File: src/logic/adc_pkg.sv
`default_nettype none

package adc_pkg;

    // ------------------------------
    // Converter geometry
    // ------------------------------
    localparam int ADC_BITS      = 16;                        // LTC1864 result width
    localparam int CHAN_PER_QUAD = 4;                         // Channels on one board
    localparam int NUM_QUAD      = 2;                         // Boards sharing sclk/conv
    localparam int NUM_CHAN      = CHAN_PER_QUAD * NUM_QUAD;  // Channels per chain

    // One conversion result
    typedef logic [ADC_BITS-1:0] adc_word_t;

    // ------------------------------
    // Register read bus
    // ------------------------------
    localparam int REG_BITS = 32;
    typedef logic [REG_BITS-1:0] reg_word_t;

    // Frame counters fill one half of a read word
    localparam int FRAME_CNT_BITS = REG_BITS / 2;

    // Read address layout
    localparam int SPACE_MSB = 15;  // Address space
    localparam int SPACE_LSB = 12;
    localparam int CHAN_MSB  = 7;   // Channel, 1 based for ADC data
    localparam int CHAN_LSB  = 4;
    localparam int OFF_MSB   = 3;   // Register offset within a channel
    localparam int OFF_LSB   = 0;

    typedef logic [CHAN_MSB-CHAN_LSB:0] chan_t;

    // Field values
    localparam logic [SPACE_MSB-SPACE_LSB:0] ADDR_MAIN       = 4'd0;
    localparam logic [OFF_MSB-OFF_LSB:0]     OFF_ADC_DATA    = 4'd0;  // Pot above current
    localparam logic [OFF_MSB-OFF_LSB:0]     OFF_FRAME_COUNT = 4'd1;  // Channel 0 only

endpackage

`default_nettype wire

File: src/logic/ltc1864_capture.sv
`timescale 1ns/1ps
`default_nettype none

module ltc1864_capture #(
    parameter int SCLK_DIV    = 4,  // sysclk cycles per sclk half period
    parameter int CONV_CYCLES = 8   // Convert strobe width
) (
    input  logic                sysclk,
    input  logic                rst,
    input  logic [adc_pkg::NUM_CHAN-1:0] miso,        // One line per converter
    output logic                sclk,
    output logic                conv,
    output logic                frame_valid,         // Words complete this cycle
    output adc_pkg::adc_word_t  words [adc_pkg::NUM_CHAN]
);

    // ------------------------------
    // Sequencer state
    // ------------------------------
    localparam logic [2:0] ST_IDLE = 3'd0;  // Held in reset
    localparam logic [2:0] ST_CONV = 3'd1;  // Convert strobe high
    localparam logic [2:0] ST_LOW  = 3'd2;  // sclk low phase
    localparam logic [2:0] ST_HIGH = 3'd3;  // sclk high phase
    localparam logic [2:0] ST_DONE = 3'd4;  // frame_valid cycle

    localparam int CNT_MAX = (CONV_CYCLES > SCLK_DIV) ? CONV_CYCLES : SCLK_DIV;
    localparam int CNT_W   = $clog2(CNT_MAX + 1);
    localparam int BIT_W   = $clog2(adc_pkg::ADC_BITS);

    logic [2:0]       state;
    logic [CNT_W-1:0] phase_cnt;   // Cycles within conv or an sclk half period
    logic [BIT_W-1:0] bit_cnt;     // sclk periods done in this frame
    logic             conv_last;
    logic             half_last;
    logic             shift_en;

    assign conv_last = (phase_cnt == CNT_W'(CONV_CYCLES - 1));
    assign half_last = (phase_cnt == CNT_W'(SCLK_DIV - 1));

    // Sample point is the sclk rise
    assign shift_en = (state == ST_LOW) && half_last;

    // ------------------------------
    // Frame sequencer
    // ------------------------------
    always_ff @(posedge sysclk) begin
        if (rst) begin
            state       <= ST_IDLE;
            phase_cnt   <= '0;
            bit_cnt     <= '0;
            conv        <= 1'b0;
            sclk        <= 1'b0;
            frame_valid <= 1'b0;
        end else begin
            frame_valid <= 1'b0;  // Single cycle pulse
            case (state)
                ST_IDLE: begin
                    state     <= ST_CONV;
                    conv      <= 1'b1;
                    phase_cnt <= '0;
                end
                ST_CONV: begin
                    if (conv_last) begin
                        state     <= ST_LOW;   // ADC now drives its MSB
                        conv      <= 1'b0;
                        phase_cnt <= '0;
                        bit_cnt   <= '0;
                    end else begin
                        phase_cnt <= phase_cnt + 1'b1;
                    end
                end
                ST_LOW: begin
                    if (half_last) begin
                        state     <= ST_HIGH;
                        sclk      <= 1'b1;
                        phase_cnt <= '0;
                    end else begin
                        phase_cnt <= phase_cnt + 1'b1;
                    end
                end
                ST_HIGH: begin
                    if (half_last) begin
                        sclk      <= 1'b0;      // ADC shifts out next bit after this
                        phase_cnt <= '0;
                        if (bit_cnt == BIT_W'(adc_pkg::ADC_BITS - 1)) begin
                            state       <= ST_DONE;
                            frame_valid <= 1'b1;
                        end else begin
                            state   <= ST_LOW;
                            bit_cnt <= bit_cnt + 1'b1;
                        end
                    end else begin
                        phase_cnt <= phase_cnt + 1'b1;
                    end
                end
                ST_DONE: begin
                    state <= ST_CONV;  // Free running, next frame right away
                    conv  <= 1'b1;
                end
                default: begin
                    state <= ST_IDLE;
                    conv  <= 1'b0;
                    sclk  <= 1'b0;
                end
            endcase
        end
    end

    // ------------------------------
    // Shift registers, MSB first
    // ------------------------------
    // Last shift is at the 16th rise, so words hold through frame_valid
    always_ff @(posedge sysclk) begin
        if (shift_en) begin
            for (int i = 0; i < adc_pkg::NUM_CHAN; i++) begin
                words[i] <= {words[i][adc_pkg::ADC_BITS-2:0], miso[i]};
            end
        end
    end

endmodule

`default_nettype wire

File: src/logic/adc_feedback_regs.sv
`timescale 1ns/1ps
`default_nettype none

module adc_feedback_regs (
    input  logic               sysclk,
    input  logic               rst,

    // Pot chain
    input  logic               pot_valid,
    input  adc_pkg::adc_word_t pot_words [adc_pkg::NUM_CHAN],

    // Motor current chain
    input  logic               cur_valid,
    input  adc_pkg::adc_word_t cur_words [adc_pkg::NUM_CHAN],

    // Latest complete frames
    output adc_pkg::adc_word_t pot_fb [adc_pkg::NUM_CHAN],
    output adc_pkg::adc_word_t cur_fb [adc_pkg::NUM_CHAN],
    output logic [adc_pkg::FRAME_CNT_BITS-1:0] pot_frames,  // Wraps
    output logic [adc_pkg::FRAME_CNT_BITS-1:0] cur_frames
);

    // ------------------------------
    // Pot feedback
    // ------------------------------
    always_ff @(posedge sysclk) begin
        if (rst) begin
            for (int i = 0; i < adc_pkg::NUM_CHAN; i++) begin
                pot_fb[i] <= '0;
            end
            pot_frames <= '0;
        end else if (pot_valid) begin
            pot_fb     <= pot_words;          // Whole frame in one edge
            pot_frames <= pot_frames + 1'b1;
        end
    end

    // ------------------------------
    // Current feedback
    // ------------------------------
    always_ff @(posedge sysclk) begin
        if (rst) begin
            for (int i = 0; i < adc_pkg::NUM_CHAN; i++) begin
                cur_fb[i] <= '0;
            end
            cur_frames <= '0;
        end else if (cur_valid) begin
            cur_fb     <= cur_words;
            cur_frames <= cur_frames + 1'b1;
        end
    end

    // Chains share parameters but have no common strobe,
    // so each counter only follows its own valid

endmodule

`default_nettype wire

File: src/logic/adc_reg_read.sv
`timescale 1ns/1ps
`default_nettype none

module adc_reg_read (
    input  logic               sysclk,
    input  logic               rst,
    input  logic [15:0]        reg_raddr,
    input  adc_pkg::adc_word_t pot_fb [adc_pkg::NUM_CHAN],
    input  adc_pkg::adc_word_t cur_fb [adc_pkg::NUM_CHAN],
    input  logic [adc_pkg::FRAME_CNT_BITS-1:0] pot_frames,
    input  logic [adc_pkg::FRAME_CNT_BITS-1:0] cur_frames,
    output adc_pkg::reg_word_t reg_rdata    // One cycle after reg_raddr
);

    localparam int IDX_W = $clog2(adc_pkg::NUM_CHAN);

    // ------------------------------
    // Address decode
    // ------------------------------
    logic [adc_pkg::SPACE_MSB-adc_pkg::SPACE_LSB:0] space;
    logic [adc_pkg::OFF_MSB-adc_pkg::OFF_LSB:0]     offset;
    adc_pkg::chan_t                                  chan;
    logic [IDX_W-1:0]                                chan_idx;
    logic                                            is_main;
    logic                                            chan_ok;   // Channel 1..NUM_CHAN
    adc_pkg::reg_word_t                              rd_next;

    assign space    = reg_raddr[adc_pkg::SPACE_MSB:adc_pkg::SPACE_LSB];
    assign chan     = reg_raddr[adc_pkg::CHAN_MSB:adc_pkg::CHAN_LSB];
    assign offset   = reg_raddr[adc_pkg::OFF_MSB:adc_pkg::OFF_LSB];
    assign chan_idx = IDX_W'(chan - adc_pkg::chan_t'(1));  // Channels are 1 based
    assign is_main  = (space == adc_pkg::ADDR_MAIN);
    assign chan_ok  = (chan != '0) && (chan <= adc_pkg::chan_t'(adc_pkg::NUM_CHAN));

    // ------------------------------
    // Read mux
    // ------------------------------
    always_comb begin
        rd_next = '0;  // Unmapped reads
        if (is_main && chan_ok && (offset == adc_pkg::OFF_ADC_DATA)) begin
            rd_next = {pot_fb[chan_idx], cur_fb[chan_idx]};  // Pot high, current low
        end else if (is_main && (chan == '0) && (offset == adc_pkg::OFF_FRAME_COUNT)) begin
            rd_next = {pot_frames, cur_frames};
        end
    end

    always_ff @(posedge sysclk) begin
        if (rst) begin
            reg_rdata <= '0;
        end else begin
            reg_rdata <= rd_next;
        end
    end

endmodule

`default_nettype wire

File: src/logic/qla_adc_feedback.sv
`timescale 1ns/1ps
`default_nettype none

module qla_adc_feedback #(
    parameter int SCLK_DIV    = 4,  // Serial clock half period in sysclk cycles
    parameter int CONV_CYCLES = 8   // Convert strobe width in sysclk cycles
) (
    input  logic        sysclk,
    input  logic        rst,

    // Converter MISO lines, bits 0..3 board 1, bits 4..7 board 2
    input  logic [adc_pkg::NUM_CHAN-1:0] pot_miso,
    input  logic [adc_pkg::NUM_CHAN-1:0] cur_miso,

    // Shared strobes per chain
    output logic        sclk_pot,
    output logic        conv_pot,
    output logic        sclk_cur,
    output logic        conv_cur,

    // Register read bus
    input  logic [15:0] reg_raddr,
    output adc_pkg::reg_word_t reg_rdata
);

    // Capture to store
    logic               pot_valid;
    logic               cur_valid;
    adc_pkg::adc_word_t pot_words [adc_pkg::NUM_CHAN];
    adc_pkg::adc_word_t cur_words [adc_pkg::NUM_CHAN];

    // Store to reader
    adc_pkg::adc_word_t pot_fb [adc_pkg::NUM_CHAN];
    adc_pkg::adc_word_t cur_fb [adc_pkg::NUM_CHAN];
    logic [adc_pkg::FRAME_CNT_BITS-1:0] pot_frames;
    logic [adc_pkg::FRAME_CNT_BITS-1:0] cur_frames;

    // ------------------------------
    // Conversion chains
    // ------------------------------
    ltc1864_capture #(
        .SCLK_DIV    (SCLK_DIV),
        .CONV_CYCLES (CONV_CYCLES)
    ) u_pot_capture (
        .sysclk      (sysclk),
        .rst         (rst),
        .miso        (pot_miso),
        .sclk        (sclk_pot),
        .conv        (conv_pot),
        .frame_valid (pot_valid),
        .words       (pot_words)
    );

    ltc1864_capture #(
        .SCLK_DIV    (SCLK_DIV),
        .CONV_CYCLES (CONV_CYCLES)
    ) u_cur_capture (
        .sysclk      (sysclk),
        .rst         (rst),
        .miso        (cur_miso),
        .sclk        (sclk_cur),
        .conv        (conv_cur),
        .frame_valid (cur_valid),
        .words       (cur_words)
    );

    // ------------------------------
    // Feedback store and read port
    // ------------------------------
    adc_feedback_regs u_fb_regs (
        .sysclk     (sysclk),
        .rst        (rst),
        .pot_valid  (pot_valid),
        .pot_words  (pot_words),
        .cur_valid  (cur_valid),
        .cur_words  (cur_words),
        .pot_fb     (pot_fb),
        .cur_fb     (cur_fb),
        .pot_frames (pot_frames),
        .cur_frames (cur_frames)
    );

    adc_reg_read u_reg_read (
        .sysclk     (sysclk),
        .rst        (rst),
        .reg_raddr  (reg_raddr),
        .pot_fb     (pot_fb),
        .cur_fb     (cur_fb),
        .pot_frames (pot_frames),
        .cur_frames (cur_frames),
        .reg_rdata  (reg_rdata)
    );

endmodule

`default_nettype wire

File: config.mk
export PLATFORM = sky130hd
export DESIGN_NAME = qla_adc_feedback
export DESIGN_NICKNAME = d
export VERILOG_FILES = /design/src/logic/adc_pkg.sv /design/src/logic/ltc1864_capture.sv /design/src/logic/adc_feedback_regs.sv /design/src/logic/adc_reg_read.sv /design/src/logic/qla_adc_feedback.sv
export SDC_FILE = /design/constraint.sdc
export NUM_CORES = 1
export LEC_CHECK = 0
export BUFFER_PORTS_ARGS = -buffer_cell sky130_fd_sc_hd__buf_2
export CAP_MARGIN = 20
export CORE_MARGIN = 2
export CORE_UTILIZATION = 35
export CTS_CLUSTER_SIZE = 30
export DETAILED_ROUTE_END_ITERATION = 10
export PLACE_DENSITY = 0.6
export SYNTH_ARGS = -nofsm -noshare
export SYNTH_HDL_FRONTEND = slang
export SYNTH_SLANG_ARGS = --single-unit
File: constraint.sdc
create_clock -name sysclk -period 27.7 [get_ports sysclk]
set_input_delay 5.54 -clock sysclk [delete_from_list [all_inputs] [get_ports sysclk]]
set_output_delay 5.54 -clock sysclk [all_outputs]
set_load 0.02 [all_outputs]
---- Word-level counts from Yosys, hierarchy flattened ----
Index checks and enable logic that the tools add are counted.
word-level totals
  output and inout bits ................... 36
  register bits ........................... 604
operators by class
  equality and inequality tests ........... 23
  order comparisons ....................... 2
  bitwise operators ....................... 9
  add/subtract/negate cells ............... 7
  reduce and logical (&&, ||, !) cells .... 33
  muxes and demuxes ....................... 44
operators with widths
  kind                   number
  $bmux 16 s3            2
  $mux 16                4
  $mux 32                2
  $mux 4                 10
  $add 16x1->16 const B  2
  $mux 3                 8
  $pmux 3 s4             2
  $pmux 4 s3             2
  $add 4x1->4 const B    4
  $pmux 4 s2             2
  $eq 3x2->1 const B     4
  $logic_not 4->1        3
  $ne 2x1->1 const B     6
  $pmux 1 s3             4
  $reduce_and 3->1       4
  $reduce_or 3->1        4
  $eq 4x2->1 const B     2
  $eq 4x3->1 const B     2
  $eq 4x4->1 const B     2
  $mux 1                 8
  $not 1->1              8
  $reduce_and 4->1       2
  $reduce_or 2->1        4
  $logic_and 1x1->1      7
  other kinds (13)       20

---- Depth between registers and ports, before layout ----
Gate-level depths: netlist of run 1.
  depth after elaboration ................. 6
  mapped depth ............................ 12
  gate-level depth less buffers ........... 6

---- Modules after synthesis ----
From an unflattened synthesis of run 1, not the netlist that was laid out.
unflattened totals
  cells, all modules ...................... 1730
  area total of the unflattened synthesis .. 22651.7 sq um
modules (own cells, without submodules)
  module             area each (sq um)  cells an instance  instances
  adc_feedback_regs  10375.0            993                1
  ltc1864_capture    4583.1             215                2
  adc_reg_read       3110.5             307                1

---- Least setup slack after synthesis of run 1 ----
OpenSTA, ideal clock, no wires.
  path kind ............................... flip-flop to flip-flop
  start point ............................. register u_cur_capture.phase_cnt[0]
  end point ............................... register u_cur_capture.sclk
  path buffers ............................ 0
  required time ........................... 27.587 ns
  arrival time ............................ 13.860 ns
  clock period less this slack ............ 13.973 ns
  cell stages (with the launch flop) ...... 6
  setup slack ............................. 13.727 ns
  cell sequence ........................... dfxtp_1 ha_1 nor2b_1 nand2_1 nor4_1 o21a_1
on the way
  longest elaborated chain between the ends .. 3
ends and longest elaborated chain
  what                                   RTL line               source
  start, declared                        ltc1864_capture.sv:31  logic [CNT_W-1:0] phase_cnt;
  start signal, assigned                 ltc1864_capture.sv:69  phase_cnt <= phase_cnt + 1'b1;
  start signal, assigned                 ltc1864_capture.sv:78  phase_cnt <= phase_cnt + 1'b1;
  start signal, assigned                 ltc1864_capture.sv:93  phase_cnt <= phase_cnt + 1'b1;
  $eq 4x2->1 (*)                         ltc1864_capture.sv:38  assign half_last = (phase_cnt == CNT_W'(SCLK_DIV - 1));
  $ne 2x1->1 (no source line)            --
  $reduce_and 3->1 (no source line) (*)  --
  end signal, assigned                   ltc1864_capture.sv:52  sclk <= 1'b0;
  end signal, assigned                   ltc1864_capture.sv:75  sclk <= 1'b1;
  end signal, assigned                   ltc1864_capture.sv:83  sclk <= 1'b0;
  end, declared                          ltc1864_capture.sv:11  output logic sclk,
Mark *: on every way between the ends. The rest lies on a longest branch, timed or not.
A chain may end at the register's enable or synchronous reset.

---- Worst setup path after layout of run 1 ----
  start point ............................. input port reg_raddr[4]
  end point ............................... register u_reg_read.reg_rdata[3]
on the way
  longest elaborated chain between the ends .. 6
ends and longest elaborated chain
  what                                        RTL line                source
  start, declared                             qla_adc_feedback.sv:22  input logic [15:0] reg_raddr,
  $sub 3x1->3                                 adc_reg_read.sv:31      assign chan_idx = IDX_W'(chan - adc_pkg::chan_t'(1));
  $not 3->4 (implied by the code)             adc_reg_read.sv:41      rd_next = {pot_fb[chan_idx], cur_fb[chan_idx]};
  $bmux 16 s3                                 adc_reg_read.sv:41
  $mux 16 (implied by the code) (2 in a row)  adc_reg_read.sv:41
  $mux 32 (*)                                 adc_reg_read.sv:40      if (is_main && chan_ok && (offset == adc_pkg::OFF_ADC_DATA)) begin
  end signal, assigned                        adc_reg_read.sv:51      reg_rdata <= rd_next;
  end, declared                               adc_reg_read.sv:12      output adc_pkg::reg_word_t reg_rdata
Mark *: on every way between the ends. The rest lies on a longest branch, timed or not. The select of a mux whose other input is x is not followed.

==> results of run 1 <==
layer usage:
layer / global-route usage [%] / vias up
met5: 0 / -
met4: 3.650 / 0
met3: 2.145 / 55
met2: 20.91 / 224
met1: 17.73 / 6157
li1: - / 6021
worst max path at each step:
stage	startpoint	to	slack [ps]	cells after the start
after floorplan	u_cur_capture.phase_cnt[0]	u_cur_capture.sclk	13730	5
after global placement	reg_raddr[4]	u_reg_read.reg_rdata[3]	18670	7
after CTS	reg_raddr[4]	u_reg_read.reg_rdata[3]	19310	7
final	reg_raddr[4]	u_reg_read.reg_rdata[3]	19280	7
after detailed placement	reg_raddr[4]	u_reg_read.reg_rdata[3]	18640	7
after global routing	reg_raddr[4]	u_reg_read.reg_rdata[3]	19150	7
stage by stage:
stage          setup slack (ps)  cell area (um2)  utilization [%]  total power, mW  cells
2_1_floorplan             13730            22330                -           0.9925   1646
3_3_place_gp              18670            23470            37.21            1.006   2476
3_5_place_dp              18640            23480            37.21            1.008   2477
4_1_cts                   19310            25590            40.57            1.862   2590
5_1_grt                   19150            25650            40.66            1.902   2592
6_report                  19280            25650            40.66            1.836   2592
final cells by class:
type,instances,area (um2)
Sequential cell,604,14660
Timing Repair Buffer,84,518.0
Fill cell,5929,37430
Clock inverter,33,389.1
Tap cell,846,1059
Inverter,16,60.06
Clock buffer,80,1730
Multi-Input combinational cell,929,7232
registers in the layout, indices dropped and copies added (netlist names):
name / flops
u_pot_capture.frame_valid: 1
u_cur_capture.words: 128
u_pot_capture.phase_cnt: 4
u_cur_capture.bit_cnt: 4
u_fb_regs.pot_frames: 16
u_cur_capture.state: 3
u_fb_regs.cur_frames: 16
u_pot_capture.sclk: 1
u_fb_regs.cur_fb: 128
u_cur_capture.phase_cnt: 4
u_cur_capture.frame_valid: 1
u_fb_regs.pot_fb: 128
u_pot_capture.words: 128
u_pot_capture.state: 3
u_pot_capture.bit_cnt: 4
u_cur_capture.conv: 1
u_cur_capture.sclk: 1
u_pot_capture.conv: 1
u_reg_read.reg_rdata: 32
power groups by stage:
stage                     logic [mW]  registers (mW)  clock network, mW
after floorplan               0.0415           0.951                  0
after global placement        0.0540           0.952                  0
after detailed placement      0.0559           0.952                  0
after CTS                     0.0561           0.932              0.874
after global routing          0.0614           0.933              0.907
final                         0.0552           0.932              0.848
cells in the mapped netlist (5+ instances only):
cell type  count
mux2i_1      292
inv_1         16
edfxtp_1     256
clkbuf_1      47
nand3b_1       5
xor2_1        10
nor3_1         9
ha_1           8
nand4_1        9
a21oi_1       21
buf_1         17
nor4_1        12
or3_1          6
dfxtp_1      348
nand2_1       55
buf_2         29
o21ai_0       39
nand3_1       17
nor2b_1        9
nor2_1       294
mux4_2        62
xnor2_1       15
logic make-up (layout without fill, tap and decap cells):
kind of cell / Yosys count / after routing
AOI/OAI and AO/OA: 97 / 97
xor gates and xnor gates: 25 / 25
adders and majority gates: 8 / 8
buffers and inverters: 113 / 213
DFF: 604 / 604
muxes: 358 / 358
and+or+nand+nor: 441 / 441
worst reg2reg max path: cells and delay by family (launching register included):
family | cells | cell delay (ps)
buf+inv | 2 | 1510
simple gates | 3 | 870
flops | 1 | 380
fa+ha+maj | 1 | 270
cell usage in the layout (no fill, tap or decap), types with 16 or more instances in the layout:
master,count
nor2_1,293
mux4_2,62
a21oi_1,21
dfxtp_1,346
nand2_1,55
edfxtp_1,256
buf_4,17
buf_2,64
mux2i_1,292
nand3_1,17
inv_1,16
o21ai_0,39
clkbuf_16,63
==> impl_results.md, run 1 <==
- RD Place Congestion: approximately 0.76
- Max-cap violations: 0
- FF-to-FF Start: u_pot_capture.phase_cnt[0]
- Final hold slack: ~450 ps
- Final nets: around 1700
- Number of port buffers: 65
- Slowest library cell on the worst path: buf_4
- Final number of setup-violating endpoints: 0
- Multiplexer area fraction after synthesis: roughly a fifth
- Worst Clk Skew: 13.58 ps
- Max Root-Sink Buffers: 3
- CP most frequent cell: buf_4
- Clk_lat worst skew: between 600 and 700 ps
- Top Layer Used: met4
- Detailed Place HPWL: 25370 um
- Synth top area share: approximately a third
- Mapped Avg Cell Area: roughly 14 um2
- Setup TNS: 0 ps
- Synth Area in Simple Gates: ~8.6%
- Starting Density: between 30% and 40%
- Comb power frac: about 3.0%
- Vias per cell: about 4.8
- Antenna violations before repair: 0
- Hold Crit Class: reg2reg
- Source of the worst hold timing path: u_pot_capture.words[29]
- Pwr dens: 71.57 nW/um2
- Hold path cells: 0
- Sequential-to-total area share from yosys stat: roughly two thirds
- Die width: about 260 um
- Worst endpoint required time: about 28000 ps
- Via Count: around 12000
- Crit path max fanout: 53
- Number of synthesized flops with an enable pin: about 260
- Leak: between 8 and 9 nW
- Most used DFF post-synth: dfxtp_1
- Met3 Routed Length: approximately 1600 um
- Core footprint: between 60000 and 70000 um2
- Worst-path clk slew: about 70 ps
- Clk sinks: around 600
- Antenna Diode Count: 0
- Share of cells above drive strength 1: 15.35%
- Post-synthesis register bit count: between 600 and 700
- Post-synth ARST share: 0%
- Reg2Reg Depth: 6
- Tot GR Track Use: 12.87%
- P_int: around 1.5 mW
- First-pass GRT wire length: between 60000 and 70000 um
- Gate Count Post-Synth: around 1600
- DRC: 0
- CP max stage delay: around 790 ps
- Final hold vios: 0
- Post-CTS Hold Fix Bufs: 0
- Post-Synthesis Cell Area: 22330 um2
- GRT overflow: 0
- H-Tree Depth: 2
- Fmax: 118.8 MHz
- Buf+Inv Stages, Crit Path: 3
- Root Driver: clkbuf_16
- R2r endpoint: u_pot_capture.words[17]
- WL met2: 20240 um
- Number of routed nets with antenna violations: 0
- Critical Path, Cell by Cell: buf_4 > inv_1 > ha_4 > buf_4 > mux4_2 > mux2i_1 > o21ai_0
- NetSw: ~380 uW
- Xor-xnor portion of the synthesized cell area: less than 1%
- Worst relative slew slack: between 30% and 40%
- Least-Margin Pin Slew: 1018 ps
- WL final: between 40000 and 50000 um
- Routed length on met1: around 20000 um
- Final worst path period share: between 30% and 40%
- Die height: approximately 260 um
- Status: finished clean
- Synth cell types: 58
- RSZ-0062 raised after global routing: false
- Synthesis-to-layout area growth: 14.85%
- Rows: 92
- Post-synthesis compound-gate area fraction: around 2.6%
- CP Launch Type: primary input
- Worst setup EP type: flop
- DRT Pass-1 Iters: 4
- Hold endpoint: u_pot_capture.words[30]
- Synth area leaders: edfxtp_1 34%, dfxtp_1 31%, mux2i_1 13%
- Top-Level Pins: 70
- Min cycle time layout: 8416 ps
- Crit path max-delay family: buffers and inverters
- Vias in the first global route: around 13000
- Die area: 65850 um2
- Largest family of logic cells by synthesized area: multiplexers
- Crit path kind: in2reg
- Pin count of the biggest net entering global routing: about 100
- Postcts setup bufs: 0
- CTS resizes: 0
- Post-Synth Adder-Cell Area: less than 1%
- Yosys Warn Count: 0
- VDD IR-drop max: 0.00005129 V
- Syn nets: about 1700
- Post-synth top area cell: edfxtp_1
- Worst R2R Setup Slack: 24270 ps
- Initial DRC Count: roughly 740
- Crit path DAT: just under 9000 ps
- Total CTS buffers: 60
- Clk pwr share: 46.2%
- Sequential Power Share: approximately half
- Slew Limit Fails: 0
- Sw Ratio: a little over a fifth
- Routed WL per cell: 16.41 um
- CTS tree: built
No activity file was read; power rests on OpenSTA's default activity.
==> run 2, diff against run 1 <==
==> constraint.sdc (replaced) <==
create_clock -name sysclk -period 7.77 [get_ports sysclk]
set_input_delay 1.554 -clock sysclk [delete_from_list [all_inputs] [get_ports sysclk]]
set_output_delay 1.554 -clock sysclk [all_outputs]
set_load 0.02 [all_outputs]
==> impl_results.md, run 2 (synthesis gave the netlist of run 1 again) <==
- Slew Limit Fails: 0 (unchanged)
- Root Driver: clkbuf_16 (unchanged)
- Synthesis-to-layout area growth: 13.95% (was 14.85%)
- Least-Margin Pin Slew: 1095 ps (was 1018 ps)
- Routed WL per cell: 16.96 um (was 16.41 um)
- Min cycle time layout: just over 4000 ps
- Die area: 65850 um2 (unchanged)
- Filler cells: 5881 (was 5929)
- Slowest library cell on the worst path: ha_4 (was buf_4)
- FF-to-FF Start: u_pot_capture.phase_cnt[0] (unchanged)
- Critical Path, Cell by Cell: buf_4 > inv_1 > ha_4 > buf_4 > mux4_2 > mux2i_1 > o21ai_0 (unchanged)
- Seq. cell area: 14660 um2 (unchanged)
- Post-CTS Hold Fix Bufs: 0 (unchanged)
- Final Power: 6.361 mW (was 1.836 mW)
- Max-cap violations: 0 (unchanged)
- CP Launch Type: primary input (unchanged)
- CP most frequent cell: buf_4 (unchanged)
- Worst relative slew slack: 27.01% (was 32.14%)
- Number of port buffers: 65 (unchanged)
- Layout Cells excl Fill: 2591 (was 2592)
- WL final: 43950 um (was 42550 um)
- DRC: 0 (unchanged)
- Dpl cells: 2477 (unchanged)
- Share of cells above drive strength 1: 14.38% (was 15.35%)
- Number of routed nets with antenna violations: 0 (unchanged)
- Worst setup EP type: flop (unchanged)
- Fmax: roughly 250 MHz
- RD Place Congestion: 0.8019 (was 0.7617)
- Postcts setup bufs: 0 (unchanged)
- Initial DRC Count: 855 (was 737)
- CTS resizes: 0 (unchanged)
- Final worst path period share: between 50% and 60%
- Tot GR Track Use: 13.18% (was 12.87%)
- First-pass GRT wire length: 69670 um (was 68850 um)
- Crit path max fanout: 41 (was 53)
- Reg2Reg Depth: 6 (unchanged)
- Core footprint: 63080 um2 (unchanged)
- Antenna violations before repair: 1 (was 0)
- Top-Level Pins: 70 (unchanged)
- Detailed Place HPWL: 26330 um (was 25370 um)
- Rows: 92 (unchanged)
- Source of the worst hold timing path: u_cur_capture.words[52] (was u_pot_capture.words[29])
- CP max stage delay: 830 ps (was 790 ps)
- Vias in the first global route: 12390 (was 12562)
- Final nets: 1735 (was 1737)
- Worst-path clk slew: 60 ps (was 70 ps)
- Most frequent cells in the layout: 346 x dfxtp_1, 293 x nor2_1, 292 x mux2i_1 (unchanged)
- Multi-input gate area: 7241 um2 (was 7232 um2)
- Worst Clk Skew: 46.70 ps (was 13.58 ps)
- Setup TNS: 0 ps (unchanged)
- GRT overflow: 0 (unchanged)
- VDD IR-drop max: 0.0001958 V (was 0.00005129 V)
- Die width: 256.6 um (unchanged)
- R2r endpoint: u_pot_capture.words[6] (was u_pot_capture.words[17])
- Hold path cells: 0 (unchanged)
- Max Root-Sink Buffers: 3 (unchanged)
- RSZ-0062 raised after global routing: false (unchanged)
- DRT Pass-1 Iters: 5 (was 4)
- Pwr dens: 249.9 nW/um2 (was 71.57 nW/um2)
- Crit path DAT: 4530 ps (was 8870 ps)
- Clk sinks: 604 (unchanged)
- Via Count: 12481 (was 12457)
- Crit path max-delay family: buffers and inverters (unchanged)
- Starting Density: 35.41% (unchanged)
- Final hold vios: 0 (unchanged)
- Die height: 256.6 um (unchanged)
- Hold endpoint: u_cur_capture.words[53] (was u_pot_capture.words[30])
- H-Tree Depth: 2 (unchanged)
- CTS tree: built (unchanged)
- Clk_lat worst skew: 650 ps (was 620 ps)
- Vias per cell: 4.817 (was 4.806)
- Final number of setup-violating endpoints: 0 (unchanged)
- Crit path kind: in2reg (unchanged)
- Antenna Diode Count: 0 (unchanged)
- Total CTS buffers: 60 (unchanged)
- Worst slack, placed: 2994 ps (was 18640 ps)
- Hold Crit Class: reg2reg (unchanged)
- Most common cell after layout, fill and taps aside: dfxtp_1 (unchanged)
- Buf+Inv Stages, Crit Path: 3 (unchanged)
- Leak: 8.313 nW (was 8.432 nW)
- Final worst slack: 3731 ps (was 19280 ps)
- Worst endpoint required time: 8260 ps (was 28160 ps)
- Pin count of the biggest net entering global routing: 98 (was 102)
- Status: finished clean (unchanged)
- Worst R2R Setup Slack: 4510 ps (was 24270 ps)
## run 2: cell types whose count changed in the layout (fill, tap and decap cells not counted), sizes merged
cell / change
clkinv: -1
bufinv: -5
inv: -2
clkbuf: +10
buf: -2
clkinvlp: -1
## run 2: per-stage QoR
| stage | util (%) | instance area, um2 | hold WS [ps] |
|---|---|---|---|
| 2_1_floorplan | - | 22350 | 426.1 |
| 3_3_place_gp | 37.23 | 23490 | 429.5 |
| 3_5_place_dp | 37.23 | 23490 | 432.5 |
| 4_1_cts | 40.34 | 25450 | 409.6 |
| 5_1_grt | 40.34 | 25450 | 411.2 |
| 6_report | 40.34 | 25450 | 417.0 |
## run 2: power by group
group	switching [mW]	total [mW]	internal, mW	leakage [nW]
registers	0.0225	3.33	3.30	5.11
clock network	1.23	2.83	1.60	0.957
logic	0.131	0.202	0.0707	2.25
total	1.38	6.36	4.98	8.31
## run 2: cell type report
| cell class | instances | share of cell area (%) |
|---|---|---|
| Timing Repair Buffer | 82 | 1.829 |
| Inverter | 16 | 0.2360 |
| Tap cell | 846 | 4.159 |
| Clock buffer | 90 | 6.740 |
| Multi-Input combinational cell | 929 | 28.45 |
| Clock inverter | 24 | 0.9735 |
| Sequential cell | 604 | 57.61 |
## run 2: worst max path at each step
stage,start,end,slack (ps),depth (start not counted)
detailed placement,reg_raddr[4],u_reg_read.reg_rdata[3],2990,7
global placement,reg_raddr[4],u_reg_read.reg_rdata[3],3040,7
global route,reg_raddr[4],u_reg_read.reg_rdata[3],3490,7
CTS,reg_raddr[4],u_reg_read.reg_rdata[3],3650,7
floorplan,u_pot_capture.phase_cnt[0],u_pot_capture.words[0],850,4
finish,reg_raddr[4],u_reg_read.reg_rdata[3],3730,7
## run 2: layer usage
layer / vias to the layer above / track usage, % / share of wire, %
li1: 6029 / - / -
met1: 6171 / 18.11 / 47
met2: 218 / 21.22 / 46
met3: 61 / 2.679 / 4.9
met4: 2 / 3.488 / 1.7
met5: - / 0 / 0.027
## run 2: worst register-to-register path: cells and delay by family (launching register included)
family        cells  cell delay [ps]
fa+ha+maj         1              260
flops             1              380
simple gates      3              620
buf+inv           2             1450
